## config.mk

```make
export PLATFORM = sky130hd
export DESIGN_NAME = texLodTop
export DESIGN_NICKNAME = d
export VERILOG_FILES = /design/src/verilog/texPkg.sv /design/src/verilog/texConfIf.sv /design/src/verilog/texStageIf.sv /design/src/verilog/lodCalculator.sv /design/src/verilog/mipAddressGen.sv /design/src/verilog/texLodTop.sv /design/src/verilog/texSampleCtrl.sv
export SDC_FILE = /design/constraint.sdc
export NUM_CORES = 1
export LEC_CHECK = 0
export ABC_AREA = 1
export BUFFER_PORTS_ARGS = -buffer_cell sky130_fd_sc_hd__buf_2
export CORE_UTILIZATION = 50
export DETAILED_ROUTE_END_ITERATION = 7
export GPL_ROUTABILITY_DRIVEN = 0
export PLACE_DENSITY = 0.74
export SLEW_MARGIN = 20
export SYNTH_ARGS = -nofsm -noshare
export SYNTH_HDL_FRONTEND = slang
export SYNTH_SLANG_ARGS = --single-unit
```

## constraint.sdc

```tcl
create_clock -name aclk -period 13.7 [get_ports aclk]
set_input_delay 2.74 -clock aclk [delete_from_list [all_inputs] [get_ports aclk]]
set_output_delay 2.74 -clock aclk [all_outputs]
set_load 0.02 [all_outputs]
```

## src/verilog/texPkg.sv

```systemverilog
// ********************************************************************
// Texture LOD package
// Shared fixed-point, tag, LOD and address types plus the mip chain
// level-offset helper
// ********************************************************************
package texPkg;

    // S16.15 texture coordinate, bits 14..0 are the fraction in one repeat
    typedef logic signed [31:0] coordT;

    // Texture dimension as log2, legal range 0..8
    typedef logic [3:0] sizeLog2T;

    // Mip level, 0..8
    typedef logic [3:0] lodT;

    // Texel word address
    typedef logic [19:0] texAddrT;

    // Default user tag carried with each fragment
    typedef logic [7:0] fragTagT;

    // Deepest level the calculator reports (256 texel textures)
    localparam int MaxLod = 8;

    // Texel count of all levels stored above the given level
    function automatic texAddrT levelOffset(
        input sizeLog2T widthLog2,
        input sizeLog2T heightLog2,
        input lodT      level
    );
        texAddrT  offset;
        sizeLog2T levelW;
        sizeLog2T levelH;
        offset = '0;
        for (int i = 0; i < MaxLod; i++)
        begin
            // Each level halves per axis but keeps at least one texel
            levelW = (widthLog2 > i) ? sizeLog2T'(widthLog2 - i) : '0;
            levelH = (heightLog2 > i) ? sizeLog2T'(heightLog2 - i) : '0;
            if (i < level)
                offset = offset + (texAddrT'(1) << ({1'b0, levelW} + {1'b0, levelH}));
        end
        return offset;
    endfunction

endpackage

```

## src/verilog/texConfIf.sv

```systemverilog
// ********************************************************************
// Texture configuration bus
// Latched configuration and pipeline enable from control to stages
// ********************************************************************
`timescale 1ns/1ps

interface texConfIf;

    // Mip mapping on, LOD forced to 0 otherwise
    logic mipEnable;

    // Level-0 texture size as log2
    texPkg::sizeLog2T widthLog2;
    texPkg::sizeLog2T heightLog2;

    // Start of the mip chain in texel words
    texPkg::texAddrT baseAddr;

    // Pipeline clock enable, all stages advance together
    logic ce;

    // Control side drives everything
    modport ctrl (
        output mipEnable, widthLog2, heightLog2, baseAddr, ce
    );

    // Datapath stages only read
    modport stage (
        input mipEnable, widthLog2, heightLog2, baseAddr, ce
    );

endinterface

```

## src/verilog/texStageIf.sv

```systemverilog
// ********************************************************************
// Texture stage bus
// One fragment with its LOD between the LOD and address stages
// ********************************************************************
`timescale 1ns/1ps

interface texStageIf #(
    parameter type tagT = texPkg::fragTagT
);

    // Fragment present, low for a bubble
    logic valid;

    // Opaque user payload
    tagT tag;

    // Unclamped LOD from the calculator
    texPkg::lodT lod;

    // Coordinates forwarded for addressing
    texPkg::coordT s;
    texPkg::coordT t;

    modport src (output valid, tag, lod, s, t);

    modport dst (input valid, tag, lod, s, t);

endinterface
```

## src/verilog/lodCalculator.sv

```systemverilog
// ********************************************************************
// LOD calculator
// First stage, LOD from the diagonal neighbour coordinate difference
// ********************************************************************
`timescale 1ns/1ps

module lodCalculator #(
    parameter type tagT = texPkg::fragTagT
) (
    input  logic            aclk,
    input  logic            rstN,
    texConfIf.stage         conf,
    input  logic            sValid,
    input  tagT             sTag,
    input  texPkg::coordT   sS,
    input  texPkg::coordT   sT,
    input  texPkg::coordT   sSxy,
    input  texPkg::coordT   sTxy,
    texStageIf.src          out
);

    texPkg::coordT diffS;
    texPkg::coordT diffT;
    logic [14:0]   absS;
    logic [14:0]   absT;
    logic [7:0]    texelsU;
    logic [7:0]    texelsV;
    logic [7:0]    diffMax;
    texPkg::lodT   lodNext;

    // Neighbour sits one pixel right and down in screen space
    assign diffS = sS - sSxy;
    assign diffT = sT - sTxy;

    // Magnitude within one repeat, sign taken from the full difference
    assign absS = diffS[31] ? 15'(-diffS[14:0]) : diffS[14:0];
    assign absT = diffT[31] ? 15'(-diffT[14:0]) : diffT[14:0];

    // Top 8 fraction bits scaled down to level-0 texels per axis
    assign texelsU = absS[14:7] >> (4'd8 - conf.widthLog2);
    assign texelsV = absT[14:7] >> (4'd8 - conf.heightLog2);

    // Either axis can dominate
    assign diffMax = texelsU | texelsV;

    // Highest set bit, counted from 1
    always_comb
    begin
        lodNext = '0;
        for (int i = 0; i < texPkg::MaxLod; i++)
        begin
            if (diffMax[i])
                lodNext = texPkg::lodT'(i + 1);
        end
        // No mipmapping means always level 0
        if (!conf.mipEnable)
            lodNext = '0;
    end

    // Stage valid
    always_ff @(posedge aclk)
    begin
        if (!rstN)
            out.valid <= 1'b0;
        else if (conf.ce)
            out.valid <= sValid;
    end

    // Stage payload, held while ce is low
    always_ff @(posedge aclk)
    begin
        if (conf.ce)
        begin
            out.tag <= sTag;
            out.lod <= lodNext;
            out.s   <= sS;
            out.t   <= sT;
        end
    end

endmodule

```

## src/verilog/mipAddressGen.sv

```systemverilog
// ********************************************************************
// Mip address generator
// Second stage, clamps the LOD and forms the wrapped texel address
// ********************************************************************
`timescale 1ns/1ps

module mipAddressGen #(
    parameter type tagT = texPkg::fragTagT
) (
    input  logic              aclk,
    input  logic              rstN,
    texConfIf.stage           conf,
    texStageIf.dst            in,
    output logic              mValid,
    output tagT               mTag,
    output texPkg::lodT       mLod,
    output texPkg::texAddrT   mAddr
);

    texPkg::sizeLog2T maxSize;
    texPkg::lodT      lodClamp;
    texPkg::sizeLog2T levelW;
    texPkg::sizeLog2T levelH;
    logic [14:0]      colFull;
    logic [14:0]      rowFull;
    logic [7:0]       col;
    logic [7:0]       row;
    texPkg::texAddrT  rowBase;
    texPkg::texAddrT  addrNext;

    // Chain ends where the larger axis reaches one texel
    assign maxSize  = (conf.widthLog2 > conf.heightLog2) ? conf.widthLog2 : conf.heightLog2;
    assign lodClamp = (in.lod > maxSize) ? maxSize : in.lod;

    // Level dimensions, never below one texel
    assign levelW = (conf.widthLog2 > lodClamp) ? conf.widthLog2 - lodClamp : '0;
    assign levelH = (conf.heightLog2 > lodClamp) ? conf.heightLog2 - lodClamp : '0;

    // Fraction bits only, so integer part and sign wrap away
    assign colFull = in.s[14:0] >> (4'd15 - levelW);
    assign rowFull = in.t[14:0] >> (4'd15 - levelH);

    // At most 256 texels per side
    assign col = colFull[7:0];
    assign row = rowFull[7:0];

    // Row start inside the level
    assign rowBase = texPkg::texAddrT'(row) << levelW;

    // Base, then skip the larger levels, then the texel itself
    assign addrNext = conf.baseAddr
                    + texPkg::levelOffset(conf.widthLog2, conf.heightLog2, lodClamp)
                    + rowBase
                    + texPkg::texAddrT'(col);

    // Output valid
    always_ff @(posedge aclk)
    begin
        if (!rstN)
            mValid <= 1'b0;
        else if (conf.ce)
            mValid <= in.valid;
    end

    // Result payload
    // Stable under back-pressure
    always_ff @(posedge aclk)
    begin
        if (conf.ce)
        begin
            mTag  <= in.tag;
            mLod  <= lodClamp;
            mAddr <= addrNext;
        end
    end

endmodule

```

## src/verilog/texLodTop.sv

```systemverilog
// ********************************************************************
// Texture LOD and address top level
// Control plus the two stage mip address pipeline
// ********************************************************************
`timescale 1ns/1ps

module texLodTop #(
    parameter type tagT = texPkg::fragTagT
) (
    input  logic              aclk,
    input  logic              rstN,
    // Fragment input
    input  logic              sValid,
    input  tagT               sTag,
    input  texPkg::coordT     sS,
    input  texPkg::coordT     sT,
    input  texPkg::coordT     sSxy,
    input  texPkg::coordT     sTxy,
    output logic              sReady,
    // Configuration write
    input  logic              confWrite,
    input  logic              confMipEnable,
    input  texPkg::sizeLog2T  confWidthLog2,
    input  texPkg::sizeLog2T  confHeightLog2,
    input  texPkg::texAddrT   confBaseAddr,
    // Result output
    output logic              mValid,
    output tagT               mTag,
    output texPkg::lodT       mLod,
    output texPkg::texAddrT   mAddr,
    input  logic              mReady
);

    texConfIf confBus ();
    texStageIf #(.tagT(tagT)) stageBus ();

    // Config registers and pipeline enable
    texSampleCtrl ctrl (
        .aclk(aclk), .rstN(rstN),
        .confWrite(confWrite), .confMipEnable(confMipEnable),
        .confWidthLog2(confWidthLog2), .confHeightLog2(confHeightLog2),
        .confBaseAddr(confBaseAddr),
        .mReady(mReady), .sReady(sReady), .conf(confBus.ctrl)
    );

    // Stage 1
    lodCalculator #(.tagT(tagT)) lodCalc (
        .aclk(aclk), .rstN(rstN), .conf(confBus.stage),
        .sValid(sValid), .sTag(sTag),
        .sS(sS), .sT(sT), .sSxy(sSxy), .sTxy(sTxy),
        .out(stageBus.src)
    );

    // Stage 2
    mipAddressGen #(.tagT(tagT)) addrGen (
        .aclk(aclk), .rstN(rstN), .conf(confBus.stage), .in(stageBus.dst),
        .mValid(mValid), .mTag(mTag), .mLod(mLod), .mAddr(mAddr)
    );

endmodule

```

## src/verilog/texSampleCtrl.sv

```systemverilog
// ********************************************************************
// Texture sampler control
// Configuration register bank and pipeline enable
// ********************************************************************
`timescale 1ns/1ps

module texSampleCtrl (
    input  logic               aclk,
    input  logic               rstN,
    input  logic               confWrite,
    input  logic               confMipEnable,
    input  texPkg::sizeLog2T   confWidthLog2,
    input  texPkg::sizeLog2T   confHeightLog2,
    input  texPkg::texAddrT    confBaseAddr,
    input  logic               mReady,
    output logic               sReady,
    texConfIf.ctrl             conf
);

    // Largest legal size, a 256 texel side
    localparam texPkg::sizeLog2T MaxSize = texPkg::sizeLog2T'(texPkg::MaxLod);

    texPkg::sizeLog2T widthSat;
    texPkg::sizeLog2T heightSat;

    // Saturate out of range sizes on the way in
    assign widthSat  = (confWidthLog2 > MaxSize) ? MaxSize : confWidthLog2;
    assign heightSat = (confHeightLog2 > MaxSize) ? MaxSize : confHeightLog2;

    // Configuration registers
    // All four fields load together on the strobe
    always_ff @(posedge aclk)
    begin
        if (!rstN)
        begin
            conf.mipEnable  <= 1'b0;
            conf.widthLog2  <= '0;
            conf.heightLog2 <= '0;
            conf.baseAddr   <= '0;
        end
        else if (confWrite)
        begin
            conf.mipEnable  <= confMipEnable;
            conf.widthLog2  <= widthSat;
            conf.heightLog2 <= heightSat;
            conf.baseAddr   <= confBaseAddr;
        end
    end

    // Whole pipeline moves only while the sink takes data
    assign conf.ce = mReady;

    // Input side ready follows the output side directly
    assign sReady = mReady;

endmodule

```

==> metrics.csv <==
stage;metric;value;unit
status;status;finished clean;
final_layout;footprint of the multi-input gates;17780;um2
critical_path;r2r worst-path depth;91;
critical_path;Worst EP arrival;13450;ps
sta;final setup vio count;0;
critical_path;CP startpoint;ctrl.conf.heightLog2[2]$_SDFFE_PN0P_;
sta;skew final;12.11;ps
final_layout;Final Net Count;4388;
critical_path;flop2flop setup slack;390;ps
detailed_routing;via/cell ratio;5.457;
detailed_routing;WL per Instance;14.93;um
cts;clk_lat worst skew;370;ps
final_layout;synth-to-layout area growth;19.04;%
flow_run;max cap viols;0;
detailed_routing;Detail Route Antenna Nets;0;
pwr;Static Leak;13.50;nW
floorplan;Chip Width;211.8;um
critical_path;CP peak stage delay;490;ps
synth;Syn Nets;4033;
detailed_routing;overall routed net length;66.69;mm
synth;sequential fraction of the synthesis area;12.92;%
floorplan;Vert. Die Dim;211.8;um
final_layout;Reg area;2848;um2
synth;Synth Register Bits;105;
sta;period utilization;97.19;%
cts;Num CTS Buffers;9;
sta;Final TNS setup;0;ps
critical_path;reg2reg start;ctrl.conf.heightLog2[2]$_SDFFE_PN0P_;
sta;achievable frequency;75.11;MHz
placed_design;placed insts;4430;
detailed_routing;DRT Pass-1 Iters;6;
final_layout;Finished Layout Cells;4467;
pwr;Power Dens Cells;219.6;nW/um2
synth;syn avg cell area;6.248;um2
sta;RSZ-0062 raised after global routing;yes;
final_layout;fin area;26190;um2
critical_path;Worst Setup EP;addrGen.mAddr[19]$_DFFE_PP_;
critical_path;slowest CP cell;fa_1;
cts;CTS tree;yes;
synth;Mapped Cells;3522;
synth;Async SR Flop Fraction;0;%
sta;Slew headroom;33.81;%
global_routing;GRT Util Overall;28.78;%
synth;top cell type's share of synthesized area;16.77;%
global_routing;largest net degree at the start of global routing;78;
critical_path;RR Endpoint;addrGen.mAddr[19]$_DFFE_PP_;
detailed_routing;post-route DRC violation count;0;
final_layout;share of cells above drive strength 1;17.52;%
floorplan;FP Rows;76;
pwr;Worst VDD drop;0.2853;mV
synth;Yosys Warn Count;0;
critical_path;CP most frequent cell;nand2_1;
detailed_routing;DR iter-0 viols;1986;
cts;TritonCTS Sinks;105;
critical_path;Max Fanout on Critical Path;8;
final_layout;fillcell total;4099;
sta;final hold violations;0;
sta;min cycle time layout;13310;ps
synth;Post-synth EDFFs;74;
floorplan;initial core utilization;50.86;%
worst_hold_path;Hold Path Class;flip-flop to flip-flop;
sta;Slew Limit Fails;0;
sta;Slew @ Worst Pin;992.8;ps
placed_design;post-place instance area;24840;um2
floorplan;core area;43270;um2
sta;WHS;423.0;ps
placed_design;I/O Buffers;203;
cts;clk slew on worst S/H paths;90;ps
pwr;total power;5.752;mW
synth;Synth area leader;ha_1;
critical_path;Setup CP Type;flip-flop to flip-flop;
placed_design;DPL Wire Length;54.38;mm
global_routing;initial antenna violation count;0;
floorplan;Boundary Pins;204;
synth;Main synth FF type;edfxtp_1;
global_routing;gr ovfl total;0;
critical_path;Critical Path End Type;flip-flop;
cts;# H-tree levels;3;
cts;Clock Root Buffer;clkbuf_16;
global_routing;number of global-route vias before repair;22400;
detailed_routing;overall via count from detail_route;24380;
final_layout;Ant. Diodes;0;
critical_path;Crit path required time;13840;ps
global_routing;first-pass GRT wire length;105.5;mm
synth;Mapped Area;22000;um2
synth;most area-consuming cells after synthesis;ha_1 17%, nand2_1 14%, edfxtp_1 10%, inv_1 8.6%, nor2_1 6.8%;
critical_path;crit start category;flip-flop;
cts;CTS max path bufs;2;
synth;Synth cell types;62;
floorplan;die area;44850;um2
## routing by layer
layer,share of wire [%],GRT usage [%]
met1,44,37.37
met2,46,49.68
met3,7.1,3.857
met4,2.8,7.871
met5,0,0
## registers in the layout, summed over array words and instances, names as in the netlist, 4 cells and up
name                  count
lodCalc.out.t            15
addrGen.mAddr            20
ctrl.conf.heightLog2      4
addrGen.mTag              8
ctrl.conf.widthLog2       4
lodCalc.out.s            15
lodCalc.out.lod           4
lodCalc.out.tag           8
ctrl.conf.baseAddr       20
addrGen.mLod              4
## worst max-delay path: cells and delay by family (launching register included)
kind	cells	cell delay (ps)
flops	1	330
simple gates	38	3280
fa+ha+maj	12	3800
compound gates	20	3400
buf+inv	14	1170
xor+xnor	7	1110
## how the worst min path moves through the flow
stage,from,end,slack (ps),depth (start not counted)
after detailed placement,lodCalc.out.tag[5]$_DFFE_PP_,addrGen.mTag[5]$_DFFE_PP_,400,0
final,lodCalc.out.tag[4]$_DFFE_PP_,addrGen.mTag[4]$_DFFE_PP_,420,0
after global routing,lodCalc.out.tag[7]$_DFFE_PP_,addrGen.mTag[7]$_DFFE_PP_,440,0
after global placement,lodCalc.out.tag[3]$_DFFE_PP_,addrGen.mTag[3]$_DFFE_PP_,400,0
after floorplan,lodCalc.out.tag[0]$_DFFE_PP_,addrGen.mTag[0]$_DFFE_PP_,400,0
after CTS,lodCalc.out.tag[4]$_DFFE_PP_,addrGen.mTag[4]$_DFFE_PP_,420,0
## logic make-up after synthesis
| family | Yosys count | synth area share, % |
|---|---|---|
| buf+inv | 583 | 10.36 |
| compound gates | 670 | 17.64 |
| flops | 105 | 12.92 |
| mux | 5 | 0.2274 |
| simple gates | 1674 | 32.16 |
| xor+xnor | 144 | 5.732 |
| fa+ha+maj | 341 | 20.96 |
## cell type report
type,instances,share of cell area [%]
multi-input combinational,2834,67.88
sequential,105,10.87
timing repair buffer,412,9.893
inverter,515,7.399
tap,585,2.794
clock buffer,9,0.8598
clock inverter,7,0.3057
## where the power goes
part           internal (mW)  total, mW  switching (mW)
registers              0.512      0.532          0.0194
clock network          0.131      0.266           0.135
logic                   1.88       4.95            3.08
total                   2.52       5.75            3.23
## per-stage QoR
step	setup slack (ps)	util (%)
after detailed placement	-328.2	57.41
after global placement	40.50	57.41
after global routing	-605.4	60.54
final	385.6	60.54
after CTS	7.422	58.22
after floorplan	113.0	-
## cell usage in the layout (no fill, tap or decap), types with 7 or more instances in the layout
cell / instances
a21o_1: 14
nand3_1: 297
nor3_1: 46
o21bai_1: 21
xnor2_1: 39
nand2_2: 22
ha_4: 25
nand3b_1: 15
nor4_1: 10
a21oi_1: 208
a22oi_1: 7
inv_2: 9
o21ai_2: 61
dfxtp_1: 27
nand4_1: 35
xor2_1: 103
or2_2: 18
fa_1: 44
inv_1: 499
o211ai_1: 21
nor2_1: 393
nor2_2: 10
o21ai_1: 46
ha_1: 265
a21oi_2: 42
a211oi_1: 8
buf_2: 202
a31oi_1: 15
clkbuf_16: 9
buf_4: 209
o21ai_0: 175
nand2_1: 800
edfxtp_1: 74
## Yosys cell counts (6+ instances only)
cell,number
o31ai_1,8
nor3_1,50
o21bai_1,24
a21o_1,14
inv_1,504
nand2_2,9
edfxtp_1,74
dfxtp_1,31
a211oi_1,9
fa_1,46
a21oi_1,253
nor2_1,401
nand4_1,35
o21ai_2,45
a22oi_1,7
nand3b_1,15
or2_2,18
a31oi_1,18
buf_2,14
o21ai_0,206
ha_1,295
clkbuf_1,39
xnor2_1,39
xor2_1,105
nand3_1,299
o211ai_1,21
buf_6,6
o21ai_1,32
nand2_1,815
nor4_1,14
## what timing repair did
item | CTS | global route
hold buffers | 0 | 0
setup endpoints to repair | 1 | 8
buffers inserted | 0 | 21
cloned | 0 | 0
gates resized for setup | 17 | 188
pin swaps | 0 | 70
(Power assumes the default switching activity.)
